File: src/verilog/pipePkg.sv
package pipePkg;

	localparam int DataWidth = 32;

	// cause codes as they appear in the cause register.
	typedef enum logic [4:0] {
		AdEL = 5'd4,
		AdES = 5'd5,
		Ov = 5'd12,
		None = 5'd15
	} excCode;

	// data memory access sizes where loads have the top bit set.
	typedef enum logic [2:0] {
		noAccess = 3'd0,
		storeHalf = 3'd1,
		storeWord = 3'd2,
		loadHalfSigned = 3'd5,
		loadHalfUnsigned = 3'd6,
		loadWord = 3'd7
	} accessSize;

	localparam logic [DataWidth-1:0] resetVectorDefault = 32'hbfc0_0000;
	localparam logic [DataWidth-1:0] excVectorDefault = 32'hbfc0_0380; // general exception entry.
	localparam int flushCyclesDefault = 3;

endpackage

File: src/verilog/excBus.sv
interface excBus;

	logic valid;
	pipePkg::excCode code;
	logic [pipePkg::DataWidth-1:0] pc;
	logic [pipePkg::DataWidth-1:0] badVAddr;
	logic inDelaySlot;

	modport source(
		output valid, code, pc, badVAddr, inDelaySlot
	);

	modport sink(
		input valid, code, pc, badVAddr, inDelaySlot
	);

endinterface

File: src/verilog/fetchStage.sv
module fetchStage #(
	parameter logic [pipePkg::DataWidth-1:0] ResetVector = pipePkg::resetVectorDefault,
	parameter logic [pipePkg::DataWidth-1:0] ExcVector = pipePkg::excVectorDefault
) (
	input logic clk,
	input logic rst,
	input logic pcWr,
	input logic ifIdWr,
	input logic flush,
	input logic redirect,
	input logic [pipePkg::DataWidth-1:0] npc,
	input logic [pipePkg::DataWidth-1:0] instrData,
	output logic [pipePkg::DataWidth-1:0] pc,
	output logic [pipePkg::DataWidth-1:0] idPc,
	output logic [pipePkg::DataWidth-1:0] idInstr,
	output logic idAdEL
);

	logic [pipePkg::DataWidth-1:0] prePc;
	logic prePcAdEL;
	logic pcAdEL;

	// the fetch address is checked when it enters prePc and the flag follows it down.
	always_ff @(posedge clk) begin
		if (!rst) begin
			prePc <= ResetVector;
			prePcAdEL <= 1'b0;
			pc <= '0;
			pcAdEL <= 1'b0;
		end else if (redirect) begin
			prePc <= ExcVector;
			prePcAdEL <= 1'b0;
			pc <= ExcVector;
			pcAdEL <= 1'b0;
		end else if (pcWr) begin
			prePc <= npc;
			prePcAdEL <= (npc[1:0] != 2'b00);
			pc <= prePc;
			pcAdEL <= prePcAdEL;
		end
	end

	always_ff @(posedge clk) begin
		if (!rst || flush) begin // a flushed slot reads as a nop.
			idPc <= '0;
			idInstr <= '0;
			idAdEL <= 1'b0;
		end else if (ifIdWr) begin
			idPc <= pc;
			idInstr <= instrData;
			idAdEL <= pcAdEL;
		end
	end

endmodule

File: src/verilog/memCheck.sv
module memCheck (
	input logic clk,
	input logic rst,
	input logic flush,
	input logic dmWr,
	input logic dmRd,
	input logic overflow,
	input logic pendingExc,
	input logic isBd,
	input pipePkg::excCode pendingCode,
	input pipePkg::accessSize size,
	input logic [pipePkg::DataWidth-1:0] addr,
	input logic [pipePkg::DataWidth-1:0] exPc,
	excBus.source report
);

	logic wordMisaligned;
	logic halfMisaligned;
	logic storeBad;
	logic loadBad;
	logic nextValid;
	pipePkg::excCode nextCode;
	logic [pipePkg::DataWidth-1:0] nextBadVAddr;

	assign wordMisaligned = (addr[1:0] != 2'b00);
	assign halfMisaligned = addr[0];

	assign storeBad = dmWr && ((size == pipePkg::storeWord && wordMisaligned) ||
		(size == pipePkg::storeHalf && halfMisaligned));

	assign loadBad = dmRd && ((size == pipePkg::loadWord && wordMisaligned) ||
		((size == pipePkg::loadHalfSigned || size == pipePkg::loadHalfUnsigned) &&
		halfMisaligned));

	// an exception raised earlier in the pipe always wins because it belongs to an older stage.
	always_comb begin
		nextValid = 1'b1;
		nextCode = pipePkg::None;
		nextBadVAddr = exPc;
		if (pendingExc) begin
			nextCode = pendingCode;
		end else if (overflow) begin
			nextCode = pipePkg::Ov;
		end else if (storeBad) begin
			nextCode = pipePkg::AdES;
			nextBadVAddr = addr;
		end else if (loadBad) begin
			nextCode = pipePkg::AdEL;
			nextBadVAddr = addr;
		end else begin
			nextValid = 1'b0;
		end
	end

	always_ff @(posedge clk) begin
		if (!rst || flush) begin
			report.valid <= 1'b0;
			report.code <= pipePkg::None;
			report.pc <= '0;
			report.badVAddr <= '0;
			report.inDelaySlot <= 1'b0;
		end else begin
			report.valid <= nextValid;
			report.code <= nextCode;
			report.pc <= exPc;
			report.badVAddr <= nextBadVAddr;
			report.inDelaySlot <= isBd;
		end
	end

endmodule

File: src/verilog/excControl.sv
module excControl (
	input logic clk,
	input logic rst,
	input logic timerDone,
	excBus.sink report,
	output logic take,
	output logic startTimer,
	output logic flush,
	output logic redirect,
	output logic excTaken
);

	typedef enum logic [1:0] {
		stateRun,
		stateFlush,
		stateRedirect
	} ctrlState;

	ctrlState state;
	ctrlState nextState;

	always_comb begin
		nextState = state;
		case (state)
			stateRun: begin
				if (report.valid) nextState = stateFlush;
			end
			stateFlush: begin
				if (timerDone) nextState = stateRedirect;
			end
			stateRedirect: begin
				nextState = stateRun; // fetch restarts at the vector.
			end
			default: begin
				nextState = stateRun;
			end
		endcase
	end

	always_ff @(posedge clk) begin
		if (!rst) begin
			state <= stateRun;
		end else begin
			state <= nextState;
		end
	end

	// reports seen while flushing or redirecting belong to squashed instructions.
	assign take = (state == stateRun) && report.valid;
	assign startTimer = take;
	assign excTaken = take;
	assign flush = (state == stateFlush);
	assign redirect = (state == stateRedirect);

endmodule

File: src/verilog/flushTimer.sv
module flushTimer #(
	parameter int FlushCycles = pipePkg::flushCyclesDefault
) (
	input logic clk,
	input logic rst,
	input logic start,
	output logic done
);

	localparam int CountWidth = $clog2(FlushCycles + 1);

	logic [CountWidth-1:0] count;
	logic running;

	always_ff @(posedge clk) begin
		if (!rst) begin
			count <= '0;
			running <= 1'b0;
		end else if (start) begin
			count <= CountWidth'(FlushCycles - 1); // the first counted cycle follows start.
			running <= 1'b1;
		end else if (running) begin
			if (count == '0) running <= 1'b0;
			else count <= count - 1'b1;
		end
	end

	assign done = running && (count == '0);

endmodule

File: src/verilog/excRecord.sv
module excRecord (
	input logic clk,
	input logic rst,
	input logic take,
	excBus.sink report,
	output logic [pipePkg::DataWidth-1:0] epc,
	output logic [pipePkg::DataWidth-1:0] badVAddr,
	output pipePkg::excCode code,
	output logic branchDelay
);

	logic [pipePkg::DataWidth-1:0] restartPc;

	// a faulting delay slot restarts at its branch.
	assign restartPc = report.inDelaySlot ? report.pc - 32'd4 : report.pc;

	always_ff @(posedge clk) begin
		if (!rst) begin
			epc <= '0;
			badVAddr <= '0;
			code <= pipePkg::None;
			branchDelay <= 1'b0;
		end else if (take) begin
			epc <= restartPc;
			badVAddr <= report.badVAddr;
			code <= report.code;
			branchDelay <= report.inDelaySlot;
		end
	end

endmodule

File: src/verilog/exceptionPipe.sv
module exceptionPipe #(
	parameter logic [pipePkg::DataWidth-1:0] ResetVector = pipePkg::resetVectorDefault,
	parameter logic [pipePkg::DataWidth-1:0] ExcVector = pipePkg::excVectorDefault,
	parameter int FlushCycles = pipePkg::flushCyclesDefault
) (
	input logic clk,
	input logic rst,
	input logic [pipePkg::DataWidth-1:0] npc,
	input logic pcWr,
	input logic [pipePkg::DataWidth-1:0] instrData,
	input logic ifIdWr,
	input logic dmWr,
	input logic dmRd,
	input pipePkg::accessSize size,
	input logic [pipePkg::DataWidth-1:0] addr,
	input logic [pipePkg::DataWidth-1:0] exPc,
	input logic overflow,
	input logic pendingExc,
	input pipePkg::excCode pendingCode,
	input logic isBd,
	output logic [pipePkg::DataWidth-1:0] pc,
	output logic [pipePkg::DataWidth-1:0] idPc,
	output logic [pipePkg::DataWidth-1:0] idInstr,
	output logic idAdEL,
	output logic excTaken,
	output logic flushing,
	output logic [pipePkg::DataWidth-1:0] epc,
	output pipePkg::excCode excCode,
	output logic [pipePkg::DataWidth-1:0] badVAddr,
	output logic branchDelay
);

	logic take;
	logic startTimer;
	logic timerDone;
	logic flush;
	logic redirect;

	excBus report ();

	fetchStage #(
		.ResetVector(ResetVector),
		.ExcVector(ExcVector)
	) fetch (
		.clk(clk),
		.rst(rst),
		.pcWr(pcWr),
		.ifIdWr(ifIdWr),
		.flush(flush),
		.redirect(redirect),
		.npc(npc),
		.instrData(instrData),
		.pc(pc),
		.idPc(idPc),
		.idInstr(idInstr),
		.idAdEL(idAdEL)
	);

	memCheck check (
		.clk(clk),
		.rst(rst),
		.flush(flush),
		.dmWr(dmWr),
		.dmRd(dmRd),
		.overflow(overflow),
		.pendingExc(pendingExc),
		.isBd(isBd),
		.pendingCode(pendingCode),
		.size(size),
		.addr(addr),
		.exPc(exPc),
		.report(report.source)
	);

	excControl control (
		.clk(clk),
		.rst(rst),
		.timerDone(timerDone),
		.report(report.sink),
		.take(take),
		.startTimer(startTimer),
		.flush(flush),
		.redirect(redirect),
		.excTaken(excTaken)
	);

	flushTimer #(
		.FlushCycles(FlushCycles)
	) timer (
		.clk(clk),
		.rst(rst),
		.start(startTimer),
		.done(timerDone)
	);

	excRecord record (
		.clk(clk),
		.rst(rst),
		.take(take),
		.report(report.sink),
		.epc(epc),
		.badVAddr(badVAddr),
		.code(excCode),
		.branchDelay(branchDelay)
	);

	assign flushing = flush;

endmodule

File: config.mk
export PLATFORM = sky130hd
export DESIGN_NAME = exceptionPipe
export DESIGN_NICKNAME = d
export VERILOG_FILES = /design/src/verilog/pipePkg.sv /design/src/verilog/excBus.sv /design/src/verilog/fetchStage.sv /design/src/verilog/memCheck.sv /design/src/verilog/excControl.sv /design/src/verilog/flushTimer.sv /design/src/verilog/excRecord.sv /design/src/verilog/exceptionPipe.sv
export SDC_FILE = /design/constraint.sdc
export NUM_CORES = 1
export LEC_CHECK = 0
export BUFFER_PORTS_ARGS = -buffer_cell sky130_fd_sc_hd__buf_4
export CAP_MARGIN = 20
export CORE_MARGIN = 2
export CORE_UTILIZATION = 47
export CTS_BUF_LIST = sky130_fd_sc_hd__clkbuf_2
export CTS_CLUSTER_SIZE = 24
export DETAILED_ROUTE_END_ITERATION = 10
export GPL_TIMING_DRIVEN = 0
export PLACE_DENSITY_LB_ADDON = 0.15
export SLEW_MARGIN = 0
export SYNTH_ARGS = -nofsm -noshare
export SYNTH_HDL_FRONTEND = slang
export SYNTH_SLANG_ARGS = --single-unit
export TNS_END_PERCENT = 10
File: constraint.sdc
create_clock -name clk -period 1.53 [get_ports clk]
set_input_delay 0 -clock clk [delete_from_list [all_inputs] [get_ports clk]]
set_output_delay 0 -clock clk [all_outputs]
set_load 0.03 [all_outputs]
==> qor.yml <==
cp-end-kind: "register"
clock.fmax_ghz: 0.5772
p_clk_frac: 0.288
cts-root-buf: "clkbuf_2"
comb_power_share: 0.219
holdPathStages: 4
ys_ff_latch: 277
grt_pass1_vias: 10730
instances_no_fill: 2023
vias_per_cell: 5.079
violations: "negative setup slack"
power.net_switching_uw: 5180
dp.cells: 1591
gr-usage-all-layers: 0.3185
wl_met1_um: 13530
cts_buffers: 70
drv_cap: 0
grt_max_degree: 12
area_growth_pct: 69.10
cp_data_required_time_ps: 2310
worst_slack_ps: -202.6
p_int_uw: 11110
drt_iter0_drc: 359
status: "finished, violations left"
hold_path.class: "in -> reg"
grt_pass1_wl_um: 55270
cts_sinks: 277
setup_viol: 23
slew_headroom: 0.4767
ys_warn_count: 0
min_period_ps: 1733
cpMaxStageDelayCell: "or4_4"
synthCells: 1010
start_util: 0.4818
finClkSkew_ps: 79.18
synth_cell_types: 39
synth_area_per_cell_um2: 9.714
die_x_um: 148.5
yosysSeqAreaShare: 0.5652
synth-async-reset-ratio: 0
rsz0062_at_grt: "true"
pre_cts_slack_ps: -800.5
arrival_ps: 2510
dieArea_um2: 22040
antenna_found_initial: 4
cts.htree.levels: 3
wl_met2_um: 18780
reg2reg_depth: 5
yosysTopAreaCellShare: 0.5652
portBuffers: 311
grt_overflow_total: 0
critPathKind: "reg -> reg"
path_max_fanout: 3
wl_per_cell_um: 18.33
drc: 0
pwr-share-seq: 0.493
worst_slew_pin_slew_ps: 785.0
gp_congestion: 0.8799
synth-edff-count: 0
fin_crit_sh: 1.132
slew_viol_final: 0
drive_gt1_frac: 0.3030
synth_ff_type: "dfxtp_1"
ctsLongestPathBuffers: 3
cts_tree: "yes"
holdWs_ps: 18.03
finalWirelength_um: 37080
nets: 1859
cp_slowest_stage_delay_ps: 560
powerDensity_nw_per_um2: 981.7
yosysTopAreaCell: "dfxtp_1"
syn_area_um2: 9811
hpwlAfterDp_um: 20050
netlist_top_cells_area: "dfxtp_1, mux2i_1, nand2_1"
path_clk_slew_ps: 120
core_um2: 20360
hold_viol: 0
die_h_um: 148.5
ant_nets: 0
highest_layer: "met4"
dr.pass1.iters: 4
insertion_delay_ps: 840
syn_nets: 1156
core.rowCount: 52
leakage_uw: 0.007778
start_kind: "register"
ios: 314
num_vias: 10280
wl_met3_um: 3082
vdd_drop_max_uv: 583.0
crit_chain: "or4_4 > nor4_4 > nand2_1 > xor2_1 > a21oi_1"
swShare: 0.3181
synth_stat cells, types with 5 or more instances:
| cell type | number |
|---|---|
| nor3_1 | 11 |
| dfxtp_1 | 277 |
| xnor2_1 | 21 |
| a21oi_1 | 76 |
| buf_1 | 19 |
| nor2_1 | 130 |
| mux2i_1 | 130 |
| nand3_1 | 9 |
| clkbuf_1 | 35 |
| inv_1 | 38 |
| a2bb2oi_1 | 32 |
| a211oi_1 | 10 |
| nand2b_1 | 8 |
| or3_1 | 5 |
| buf_2 | 9 |
| xor2_1 | 7 |
| o21ai_0 | 24 |
| nor4_1 | 6 |
| nand2_1 | 138 |
placed cells by master, fill, tap and decap left out, types with 4 or more instances in the layout:
master,n
a211oi_1,10
a21oi_1,76
a2bb2oi_1,27
a2bb2oi_2,5
buf_1,4
buf_2,11
buf_4,325
buf_6,4
clkbuf_1,17
clkbuf_2,120
clkbuf_4,7
clkinv_1,4
dfxtp_1,265
dfxtp_2,8
dfxtp_4,4
diode_2,4
dlygate4sd3_1,306
inv_1,35
inv_2,5
mux2i_1,130
nand2_1,134
nand2b_1,7
nand3_1,8
nor2_1,127
nor3_2,7
nor4_4,5
o21ai_0,23
xnor2_1,20
xor2_1,7
state kept, by name, summed over array words and instances (netlist names), 2 cells and up:
name,count
check.report.badVAddr,32
check.report.pc,32
fetch.idInstr,32
fetch.idPc,32
fetch.pc,32
fetch.prePc,32
record.badVAddr,32
record.epc,32
check.report.code,5
record.code,5
control.state,2
timer.count,2
power by group through the flow:
stage | sequential [uW] | combinational [uW] | clock (uW)
floorplan | 8590 | 1030 | 0
global placement | 8110 | 2580 | 0
detailed placement | 8130 | 2610 | 0
CTS | 7980 | 3350 | 4610
global route | 8070 | 3780 | 5110
finish | 8030 | 3570 | 4690
final timing paths:
kind | to | from | slack (ps)
worst max-delay path | record.epc[15] | check.report.pc[9] | -200
worst min-delay path | check.report.code[0] | pendingExc | 20
worst max register to register | record.epc[15] | check.report.pc[9] | -200
worst min register to register | record.badVAddr[0] | check.report.badVAddr[0] | 430
timing repair:
action	4_1_cts	5_1_grt
hold endpoints to repair	207	0
buffers inserted	9	6
endpoints found under the setup margin	159	203
gates resized for setup	50	77
hold buffers	306	0
pin swaps	14	12
cloned	1	0
cell type report:
class,instances,area [um2]
Fill cell,1186,3775
Antenna cell,4,10.01
Timing Repair Buffer,633,5529
Clock inverter,7,30.03
Sequential cell,277,5570
Clock buffer,101,505.5
Multi-Input combinational cell,630,4129
Tap cell,270,337.8
Buffer,62,329.1
Inverter,39,148.9
per-stage QoR:
step	power (uW)	utilization	setup TNS (ps)	instance area (um2)
final	16290	0.8146	-2050	16590
after global routing	16960	0.8146	-6654	16590
after CTS	15930	0.8019	-4375	16330
after detailed placement	10740	0.6140	-56720	12500
after global placement	10690	0.6140	-51280	12500
after floorplan	9620	-	-975.5	9832
metal layers:
layer / vias up / global-route usage
li1: 4824 / -
met1: 4858 / 0.3356
met2: 473 / 0.5736
met3: 120 / 0.09939
met4: 0 / 0.1590
met5: - / 0
cells by family (layout without fill, tap and decap cells):
kind of cell             Yosys count  in the layout  share of synthesized area
buffers and inverters            103            842                    0.04068
flip-flops                       277            277                     0.5652
multiplexers                     130            130                     0.1326
AND/OR/NAND/NOR                  323            323                     0.1436
adder cells (fa/ha/maj)            1              1                   0.001275
XOR/XNOR                          28             28                    0.02500
other                              0              4                          0
AO/OA/AOI/OAI                    148            148                    0.09157
worst max-delay path, delay by kind of cell, from the launching register on:
family | cells | cell delay [ps]
compound gates | 1 | 150
xor+xnor | 1 | 160
flops | 1 | 390
simple gates | 3 | 1010
Note: power is estimated with default switching activity, not from simulation.
